===== src/design/dac_cfg.svh =====
`ifndef DAC_CFG_SVH
`define DAC_CFG_SVH

// cell population of the segmented array
`define DAC_NUM_CELLS    24 // redundant lsb + 6 binary + 17 thermometer
`define DAC_FIRST_THERM  7  // cells below this index are binary weighted

// input word field widths
`define DAC_BIN_W        6  // binary steering bits
`define DAC_THERM_W      17 // thermometer steering bits
`define DAC_CAL_W        5  // calibration cell select

// output field widths
`define DAC_SUM_W        11 // full scale is 1152 lsb units
`define DAC_FAULT_W      5  // enough for all 24 cells

// weight of one thermometer cell in lsb units
`define DAC_THERM_UNITS  64

`endif


===== src/design/dacPkg.sv =====
`default_nettype none

`include "dac_cfg.svh"

package dacPkg;

    typedef struct packed {
        logic [`DAC_BIN_W-1:0]   bin;    // binary steering, true side
        logic [`DAC_BIN_W-1:0]   binB;   // binary steering, complement side
        logic [`DAC_THERM_W-1:0] therm;  // thermometer steering, true side
        logic [`DAC_THERM_W-1:0] thermB; // thermometer steering, complement side
        logic [`DAC_CAL_W-1:0]   calSel; // cell routed to iCal, 0 for none
        logic                    pdb;    // power down, active low
    } dacIn_t;

    typedef struct packed {
        logic data;      // true switch
        logic dataB;     // complement switch
        logic calibrate; // cell goes to the calibration output
        logic enable;    // cell powered
    } cellCtrl_t;

    typedef struct packed {
        logic [`DAC_SUM_W-1:0] posUnits; // share of iOut
        logic [`DAC_SUM_W-1:0] negUnits; // share of iOutB
        logic [`DAC_SUM_W-1:0] calUnits; // share of iCal
        logic                  fault;    // switch pair not complementary
        logic                  active;   // cell was enabled
    } cellOut_t;

    typedef struct packed {
        logic [`DAC_SUM_W-1:0]   iOut;
        logic [`DAC_SUM_W-1:0]   iOutB;
        logic [`DAC_SUM_W-1:0]   iCal;
        logic                    outValid;
        logic                    calValid;
        logic [`DAC_FAULT_W-1:0] faultCount;
    } dacOut_t;

    // cells 0 and 1 carry one unit each, then powers of two, then the unary segment
    function automatic logic [`DAC_SUM_W-1:0] cellWeight(input int idx);
        logic [`DAC_SUM_W-1:0] w;
        if (idx < 2) begin
            w = `DAC_SUM_W'(1);
        end else if (idx < `DAC_FIRST_THERM) begin
            w = `DAC_SUM_W'(1) << (idx - 1); // 2, 4, 8, 16, 32
        end else begin
            w = `DAC_SUM_W'(`DAC_THERM_UNITS);
        end
        return w;
    endfunction

endpackage

`default_nettype wire


===== src/design/steerDecoder.sv =====
`default_nettype none

`include "dac_cfg.svh"

module steerDecoder (
    input  logic              clk,
    input  logic              arstN,
    input  dacPkg::dacIn_t    dacIn,
    output dacPkg::cellCtrl_t cellCtrl [`DAC_NUM_CELLS]
);
    import dacPkg::*;

    dacIn_t                    inReg;  // sampled input word
    logic [`DAC_NUM_CELLS-1:0] calHit; // one-hot calibration select

    // first pipeline stage
    always_ff @(posedge clk or negedge arstN) begin
        if (!arstN) begin
            inReg <= '0;
        end else begin
            inReg <= dacIn;
        end
    end

    // code 0 and codes past the last cell select nothing
    always_comb begin
        calHit = '0;
        if (inReg.calSel != '0 && inReg.calSel < `DAC_CAL_W'(`DAC_NUM_CELLS)) begin
            calHit[inReg.calSel] = 1'b1;
        end
    end

    // place every bit pair on its cell position
    for (genvar k = 0; k < `DAC_NUM_CELLS; k++) begin : cellMap
        logic bitTrue;
        logic bitComp;

        if (k < 2) begin : lsbPair
            // redundant lsb and binary lsb share bit 0
            assign bitTrue = inReg.bin[0];
            assign bitComp = inReg.binB[0];
        end else if (k < `DAC_FIRST_THERM) begin : binPair
            assign bitTrue = inReg.bin[k-1];
            assign bitComp = inReg.binB[k-1];
        end else begin : thermPair
            assign bitTrue = inReg.therm[k-`DAC_FIRST_THERM];
            assign bitComp = inReg.thermB[k-`DAC_FIRST_THERM];
        end

        assign cellCtrl[k] = '{
            data:      bitTrue,
            dataB:     bitComp,
            calibrate: calHit[k],
            enable:    inReg.pdb // power down reaches every cell at once
        };
    end

endmodule

`default_nettype wire


===== src/design/currentCell.sv =====
`default_nettype none

`include "dac_cfg.svh"

module currentCell #(
    parameter int cellIdx = 0
) (
    input  logic              clk,
    input  logic              arstN,
    input  dacPkg::cellCtrl_t ctrl,
    output dacPkg::cellOut_t  cellOut
);
    import dacPkg::*;

    localparam logic [`DAC_SUM_W-1:0] Weight = cellWeight(cellIdx);

    logic     pairOk;  // exactly one switch closed
    cellOut_t nextOut;

    assign pairOk = ctrl.data ^ ctrl.dataB;

    always_comb begin
        nextOut = '0; // powered down cell sources nothing
        if (ctrl.enable) begin
            nextOut.active = 1'b1;
            if (ctrl.calibrate) begin
                nextOut.calUnits = Weight; // steering pair is don't care here
            end else if (pairOk) begin
                if (ctrl.data) begin
                    nextOut.posUnits = Weight;
                end else begin
                    nextOut.negUnits = Weight;
                end
            end else begin
                // both switches open or both closed, current is lost
                nextOut.fault = 1'b1;
            end
        end
    end

    always_ff @(posedge clk or negedge arstN) begin
        if (!arstN) begin
            cellOut <= '0;
        end else begin
            cellOut <= nextOut;
        end
    end

endmodule

`default_nettype wire


===== src/design/outputCombiner.sv =====
`default_nettype none

`include "dac_cfg.svh"

module outputCombiner (
    input  logic             clk,
    input  logic             arstN,
    input  dacPkg::cellOut_t cellOut [`DAC_NUM_CELLS],
    output dacPkg::dacOut_t  dacOut
);
    import dacPkg::*;

    logic [`DAC_SUM_W-1:0]   posSum;
    logic [`DAC_SUM_W-1:0]   negSum;
    logic [`DAC_SUM_W-1:0]   calSum;
    logic [`DAC_FAULT_W-1:0] faultSum;
    logic                    anyActive;
    logic                    anyCal;
    dacOut_t                 nextOut;

    // full scale of 1152 fits the sum width, no overflow possible
    always_comb begin
        posSum    = '0;
        negSum    = '0;
        calSum    = '0;
        faultSum  = '0;
        anyActive = 1'b0;
        anyCal    = 1'b0;
        for (int k = 0; k < `DAC_NUM_CELLS; k++) begin
            posSum    = posSum + cellOut[k].posUnits;
            negSum    = negSum + cellOut[k].negUnits;
            calSum    = calSum + cellOut[k].calUnits;
            faultSum  = faultSum + `DAC_FAULT_W'(cellOut[k].fault);
            anyActive = anyActive | cellOut[k].active;
            // only a calibrated cell puts units on iCal
            anyCal    = anyCal | (cellOut[k].calUnits != '0);
        end
    end

    always_comb begin
        nextOut            = '0;
        nextOut.iOut       = posSum;
        nextOut.iOutB      = negSum;
        nextOut.iCal       = calSum;
        nextOut.outValid   = anyActive;
        nextOut.calValid   = anyCal;
        nextOut.faultCount = faultSum;
    end

    // last pipeline stage
    always_ff @(posedge clk or negedge arstN) begin
        if (!arstN) begin
            dacOut <= '0;
        end else begin
            dacOut <= nextOut;
        end
    end

endmodule

`default_nettype wire


===== src/design/currentSteeringDac.sv =====
`default_nettype none

`include "dac_cfg.svh"

module currentSteeringDac (
    input  logic            clk,
    input  logic            arstN,
    input  dacPkg::dacIn_t  dacIn,
    output dacPkg::dacOut_t dacOut
);
    import dacPkg::*;

    cellCtrl_t cellCtrl [`DAC_NUM_CELLS]; // decoder to cells
    cellOut_t  cellOut  [`DAC_NUM_CELLS]; // cells to combiner

    steerDecoder uDecoder (
        .clk      (clk),
        .arstN    (arstN),
        .dacIn    (dacIn),
        .cellCtrl (cellCtrl)
    );

    // each cell knows its own weight from its position
    for (genvar k = 0; k < `DAC_NUM_CELLS; k++) begin : cellArray
        currentCell #(
            .cellIdx (k)
        ) uCell (
            .clk     (clk),
            .arstN   (arstN),
            .ctrl    (cellCtrl[k]),
            .cellOut (cellOut[k])
        );
    end

    outputCombiner uCombiner (
        .clk     (clk),
        .arstN   (arstN),
        .cellOut (cellOut),
        .dacOut  (dacOut)
    );

endmodule

`default_nettype wire


===== config.mk =====
export PLATFORM = sky130hd
export DESIGN_NAME = currentSteeringDac
export DESIGN_NICKNAME = d
export VERILOG_FILES = /design/src/design/dacPkg.sv /design/src/design/steerDecoder.sv /design/src/design/currentCell.sv /design/src/design/outputCombiner.sv /design/src/design/currentSteeringDac.sv
export VERILOG_INCLUDE_DIRS = /design/src /design/src/design
export SDC_FILE = /design/constraint.sdc
export NUM_CORES = 1
export LEC_CHECK = 0
export BUFFER_PORTS_ARGS = -buffer_cell sky130_fd_sc_hd__buf_2
export CAP_MARGIN = 20
export CORE_MARGIN = 1
export CORE_UTILIZATION = 50
export CTS_CLUSTER_DIAMETER = 100
export DETAILED_ROUTE_END_ITERATION = 8
export MAX_ROUTING_LAYER = met4
export PLACE_DENSITY = 0.77
export SLEW_MARGIN = 20
export SYNTH_ARGS = -nofsm -noshare
export SYNTH_HDL_FRONTEND = slang
export SYNTH_SLANG_ARGS = --single-unit

===== constraint.sdc =====
create_clock -name clk -period 6.1 [get_ports clk]
set_clock_uncertainty 0.1 [all_clocks]
set_input_delay 0.61 -clock clk [delete_from_list [all_inputs] [get_ports clk]]
set_output_delay 0.61 -clock clk [all_outputs]
set_load 0.02 [all_outputs]

=== Word level (Yosys, flattened, before mapping) ===
Index checks and enable logic that the tools add are counted.

* Add/subtract/negate cells: 92
* $mul: 0
* Divide/modulo/power cells: 0
* Magnitude comparators: 3
* Equality and inequality tests: 0
* Shift operators: 0
* Mux-type cells: 191
* Bitwise operators: 69
* Reductions and logical operators: 27

{| class="wikitable"
|+ Operator list
! operator !! number
|-
| $mux W22 || 47
|-
| $mux W35 || 24
|-
| $add A11 B11 Y11 || 69
|-
| $mux W7 || 51
|-
| $reduce_bool A11 Y1 || 24
|-
| $add A5 B1 Y5 || 22
|-
| $mux W1 || 52
|-
| $or A1 B1 Y1 || 46
|-
| $mux W24 || 1
|-
| $xor A1 B1 Y1 || 23
|-
| $mux W6 || 3
|-
| $mux W5 || 3
|-
| $mux W4 || 3
|-
| $mux W3 || 3
|-
| $lt A5 B6 Y1 const B || 1
|-
| $mux W2 || 3
|-
| $demux W1 S5 || 1
|-
| $ge A5 B1 Y1 const B || 1
|-
| $lt A5 B5 Y1 const B || 1
|-
| $reduce_bool A5 Y1 || 1
|-
| $add A1 B1 Y2 || 1
|-
| $logic_and A1 B1 Y1 || 2
|}

* Flip-flop bits (word level): 932
* Bits in latches: 0
* RAM bits: 0
* Bits in read-only memories: 0
* Output and inout port bits: 40
* Word-level logic and storage cells: 514
* Memories kept: 0

=== Longest topological paths before layout ===
* Word-level depth: 24
* Depth in mapped cells: 13
* Gate-level depth less buffers: 13

=== By module ===
A second synthesis with hierarchy kept.

* Cell total of the unflattened synthesis: 3,050
* Area, all modules: 31,671.6 sq um

{| class="wikitable"
|+ Modules (own cells, without submodules)
! module !! times used !! cells each !! area an instance (sq um) !! seq. area each (sq um)
|-
| outputCombiner || 1 || 1,831 || 19,521.2 || 1,001.0
|-
| currentCell || 24 || 44 || 420.4 || 125.1
|-
| steerDecoder || 1 || 163 || 2,060.7 || 1,301.2
|}

=== Worst setup path after synthesis ===
Ideal clock, no wire load.

* Path type: register to register
* From: register, netlist name cellArray[0].uCell.cellOut[1]
* To: register, netlist name uCombiner.dacOut[4]
* Arrival: 4.202 ns
* Required time: 5.882 ns
* Path slack: 1.680 ns
* Stages on the path, launching flop included: 13
* Period minus slack after synthesis: 4.420 ns
* Cells stage by stage: dfrtp_1 > ha_1 > inv_1 > fa_1 > fa_1 > fa_1 > fa_1 > fa_1 > inv_1 > fa_1 > fa_1 > a21o_1 > a21o_1

* Cells in the longest elaborated chain, start to end: 23

{| class="wikitable"
|+ Ends and longest elaborated chain
! what !! line !! source
|-
| $add A1 B1 Y2 || outputCombiner.sv:33 || <nowiki>faultSum = faultSum + `DAC_FAULT_W'(cellOut[k].fault);</nowiki>
|-
| $add A5 B1 Y5 (22 in a row) || outputCombiner.sv:33 ||
|-
| net uCombiner.faultSum[4] || outputCombiner.sv:16 || <nowiki>logic [`DAC_FAULT_W-1:0] faultSum;</nowiki>
|}

The timed path passes the listed nets, and every way through them passes these cells.

=== Worst setup path in the final report ===
* From: register, netlist name cellArray[0].uCell.cellOut[1]
* To: register, netlist name uCombiner.dacOut[4]

* Cells in the longest elaborated chain, start to end: 23

{| class="wikitable"
|+ Ends and longest elaborated chain
! what !! line
|-
| $add A1 B1 Y2 || outputCombiner.sv:33
|-
| $add A5 B1 Y5 (22 in a row) || outputCombiner.sv:33
|-
| net uCombiner.faultSum[4] || outputCombiner.sv:16
|}

The timed path passes the listed nets, and every way through them passes these cells.

==> flow_summary.toml <==
[logic_synthesis]
netlist_area_um2 = 8617
synth_edf_count = 0
avgSynthCellArea_um2 = 13.18
syn-num-nets = 875
ys_seq_elements = 189
synth-main-ff-cell = "dfrtp_1"
synth-seq-area-share_pct = 54.89
synthCells = 654
ys_types = 28
synthArstFlopShare_pct = 100.0
ys_warn_count = 0

[place]
gp_congestion = 0.7968
dp_hpwl_um = 10810
post-place-ws_ns = 1.533
io_buffer_count = 93

[power_and_ir_drop]
p_int_mw = 2.191
p_total_mw = 3.077
pwr-share-comb_pct = 20.1
clkPwrFrac_pct = 34.8
power_frac_seq_pct = 45.1
p_sw_share_pct = 28.80
power.density_nw_per_um2 = 309.9
ir_worst_vdd_v = 0.0002316
power.net_switching_mw = 0.8862
power.leakage_nw = 5.643

[routing]
ant_nets = 0
wirelength_um = 14410
num_vias = 4631
drcViolationCount = 0
wire_per_inst_um = 14.48
via_per_inst = 4.654
dr.pass1.iters = 4
drt_iter0_drc = 150

[worst_setup_path]
cp-end-kind = "register"
arrival_ns = 4.77
reg2reg_to = "uCombiner.dacOut[4]"
r2r_slack_ns = 1.55
worstPathMaxFanout = 2
path_class = "reg2reg"
r2r_cells = 12
r2r-start = "cellArray[0].uCell.cellOut[1]"
startpoint_type = "register"
required_ns = 6.32

[floorplanning]
die-width_um = 133.3
die_y_um = 133.3
core-area_um2 = 16700
dieArea_um2 = 17760
io_pins = 94
fp-row-count = 47
start_util_pct = 51.60

[cells_and_area]
utilization_pct = 59.45
drive_gt1_share_pct = 16.41
syn_to_final_growth_pct = 15.22
final_nets = 982

[timing]
setup_viol = 0
fin_crit_ns = 4.547
tightestPinTransition_ns = 0.8151
rsz0062_at_grt = "no"
hold_viol_final = 0
fmax_mhz = 219.9
slew_headroom_pct = 45.66
timing.hold.ws_ns = 0.05827
final_max_slew_viol_count = 0
fin_crit_sh_pct = 74.55
fin_setup_tns_ns = 0
setup_ws_ns = 1.553

[grt]
grt.overflow.total = 0
grtUsageTotal_pct = 18.59
first_global_vias = 4829
grt_pass1_wl_um = 23630
grt_max_degree = 69
antenna_found_initial = 1

[clocking]
holdBufCountCts = 0
cts_buffers = 17
cts_tree = "done"
cts_max_level = 4
post_cts_resized = 0
path_clk_slew_ns = 0.07
clk_latency_ns = 0.43
clkSinkCount = 189
clk_path_buf_depth = 2
cts_setup_buffers = 0
cts_root_buf = "clkbuf_16"

[run]
cap_violations = 0

[min_path]
hold_class = "in2async"

[status]
status = "completed"
## state kept, by name, indices dropped and copies added (netlist names)
register	cells
uDecoder.inReg	5
cellArray.uCell.cellOut	97
uCombiner.dacOut	40
uDecoder.cellCtrl	47
## power groups by stage
stage | Clock, mW | Combinational [mW] | Sequential, mW
finish | 1.07 | 0.620 | 1.39
global route | 1.15 | 0.723 | 1.39
CTS | 1.10 | 0.629 | 1.39
detailed placement | 0 | 0.618 | 1.41
global placement | 0 | 0.589 | 1.41
floorplan | 0 | 0.367 | 1.45
## per-stage QoR
stage / instances / area, um2
after floorplan: 654 / 8617
after global placement: 962 / 9353
after detailed placement: 962 / 9353
after CTS: 994 / 9926
after global routing: 995 / 9928
final: 995 / 9928
## cell usage after synthesis, types with 2 or more instances
master | number | area [um2]
dfrtp_1 | 189 | 4730
inv_1 | 125 | 469.2
ha_1 | 120 | 1501
nor2_1 | 54 | 202.7
fa_1 | 47 | 940.9
and2_1 | 40 | 250.2
o21ai_0 | 10 | 50.05
o21a_1 | 7 | 52.55
xnor2_1 | 7 | 61.31
a21o_1 | 6 | 45.04
clkbuf_1 | 5 | 18.77
o31a_1 | 5 | 43.79
a21oi_1 | 4 | 20.02
nand3b_1 | 4 | 30.03
nor4_1 | 4 | 25.02
xor2_1 | 4 | 35.03
a31oi_1 | 3 | 18.77
buf_2 | 3 | 15.01
nor2b_1 | 3 | 18.77
or3b_1 | 3 | 26.28
nand2_1 | 2 | 7.510
nand2b_1 | 2 | 12.51
nand3_1 | 2 | 10.01
## cells by family (layout without fill, tap and decap cells)
group                    after synthesis  count (layout)  synth area share (%)
AO/OA/AOI/OAI                         35              35                 2.672
buffers and inverters                133             253                 5.837
flip-flops                           189             189                 54.89
AND/OR/NAND/NOR                      118             118                 7.100
XOR/XNOR                              11              11                 1.118
adder cells (fa/ha/maj)              167             167                 28.34
other                                  1               2               0.04352
## worst max path at each step
stage / from / to / slack, ns
floorplan: cellArray[0].uCell.cellOut[1] / uCombiner.dacOut[4] / 1.68
global placement: cellArray[0].uCell.cellOut[1] / uCombiner.dacOut[4] / 1.61
detailed placement: cellArray[0].uCell.cellOut[1] / uCombiner.dacOut[4] / 1.53
CTS: cellArray[0].uCell.cellOut[1] / uCombiner.dacOut[4] / 1.53
global route: cellArray[0].uCell.cellOut[1] / uCombiner.dacOut[4] / 1.35
finish: cellArray[0].uCell.cellOut[1] / uCombiner.dacOut[4] / 1.55
## per-layer routing
metal / vias up / wire, um / GRT usage, %
met5: - / 0 / -
met4: 0 / 319 / 6.566
met3: 28 / 647 / 4.680
met2: 95 / 7257 / 30.76
met1: 2279 / 6187 / 22.14
li1: 2229 / - / -
## worst max-delay path, stage by stage, from the launching register on
cell and delay [ns]:
dfrtp_1 0.37, ha_1 0.28, inv_1 0.06, fa_1 0.44
fa_1 0.49, fa_1 0.54, fa_1 0.44, fa_1 0.49
inv_1 0.05, fa_1 0.40, fa_1 0.41, a21o_1 0.19
a21o_1 0.16
## cell type report
cell class | count | area [um2]
sequential | 189 | 4730
tap | 220 | 275.3
multi-input combinational | 332 | 3385
clock inverter | 13 | 130.1
antenna | 1 | 2.502
inverter | 125 | 469.2
timing repair buffer | 96 | 494.2
fill | 1321 | 6773
clock buffer | 19 | 442.9
## placed cells by master (no fill, tap or decap), types with 6 or more instances in the layout
cell type,n
clkbuf_16,17
and2_1,40
ha_1,120
inv_1,125
nor2_1,54
inv_6,6
xnor2_1,7
buf_2,92
a21o_1,6
o21ai_0,10
dfrtp_1,189
fa_1,47
o21a_1,7
(Power assumes the default switching activity.)
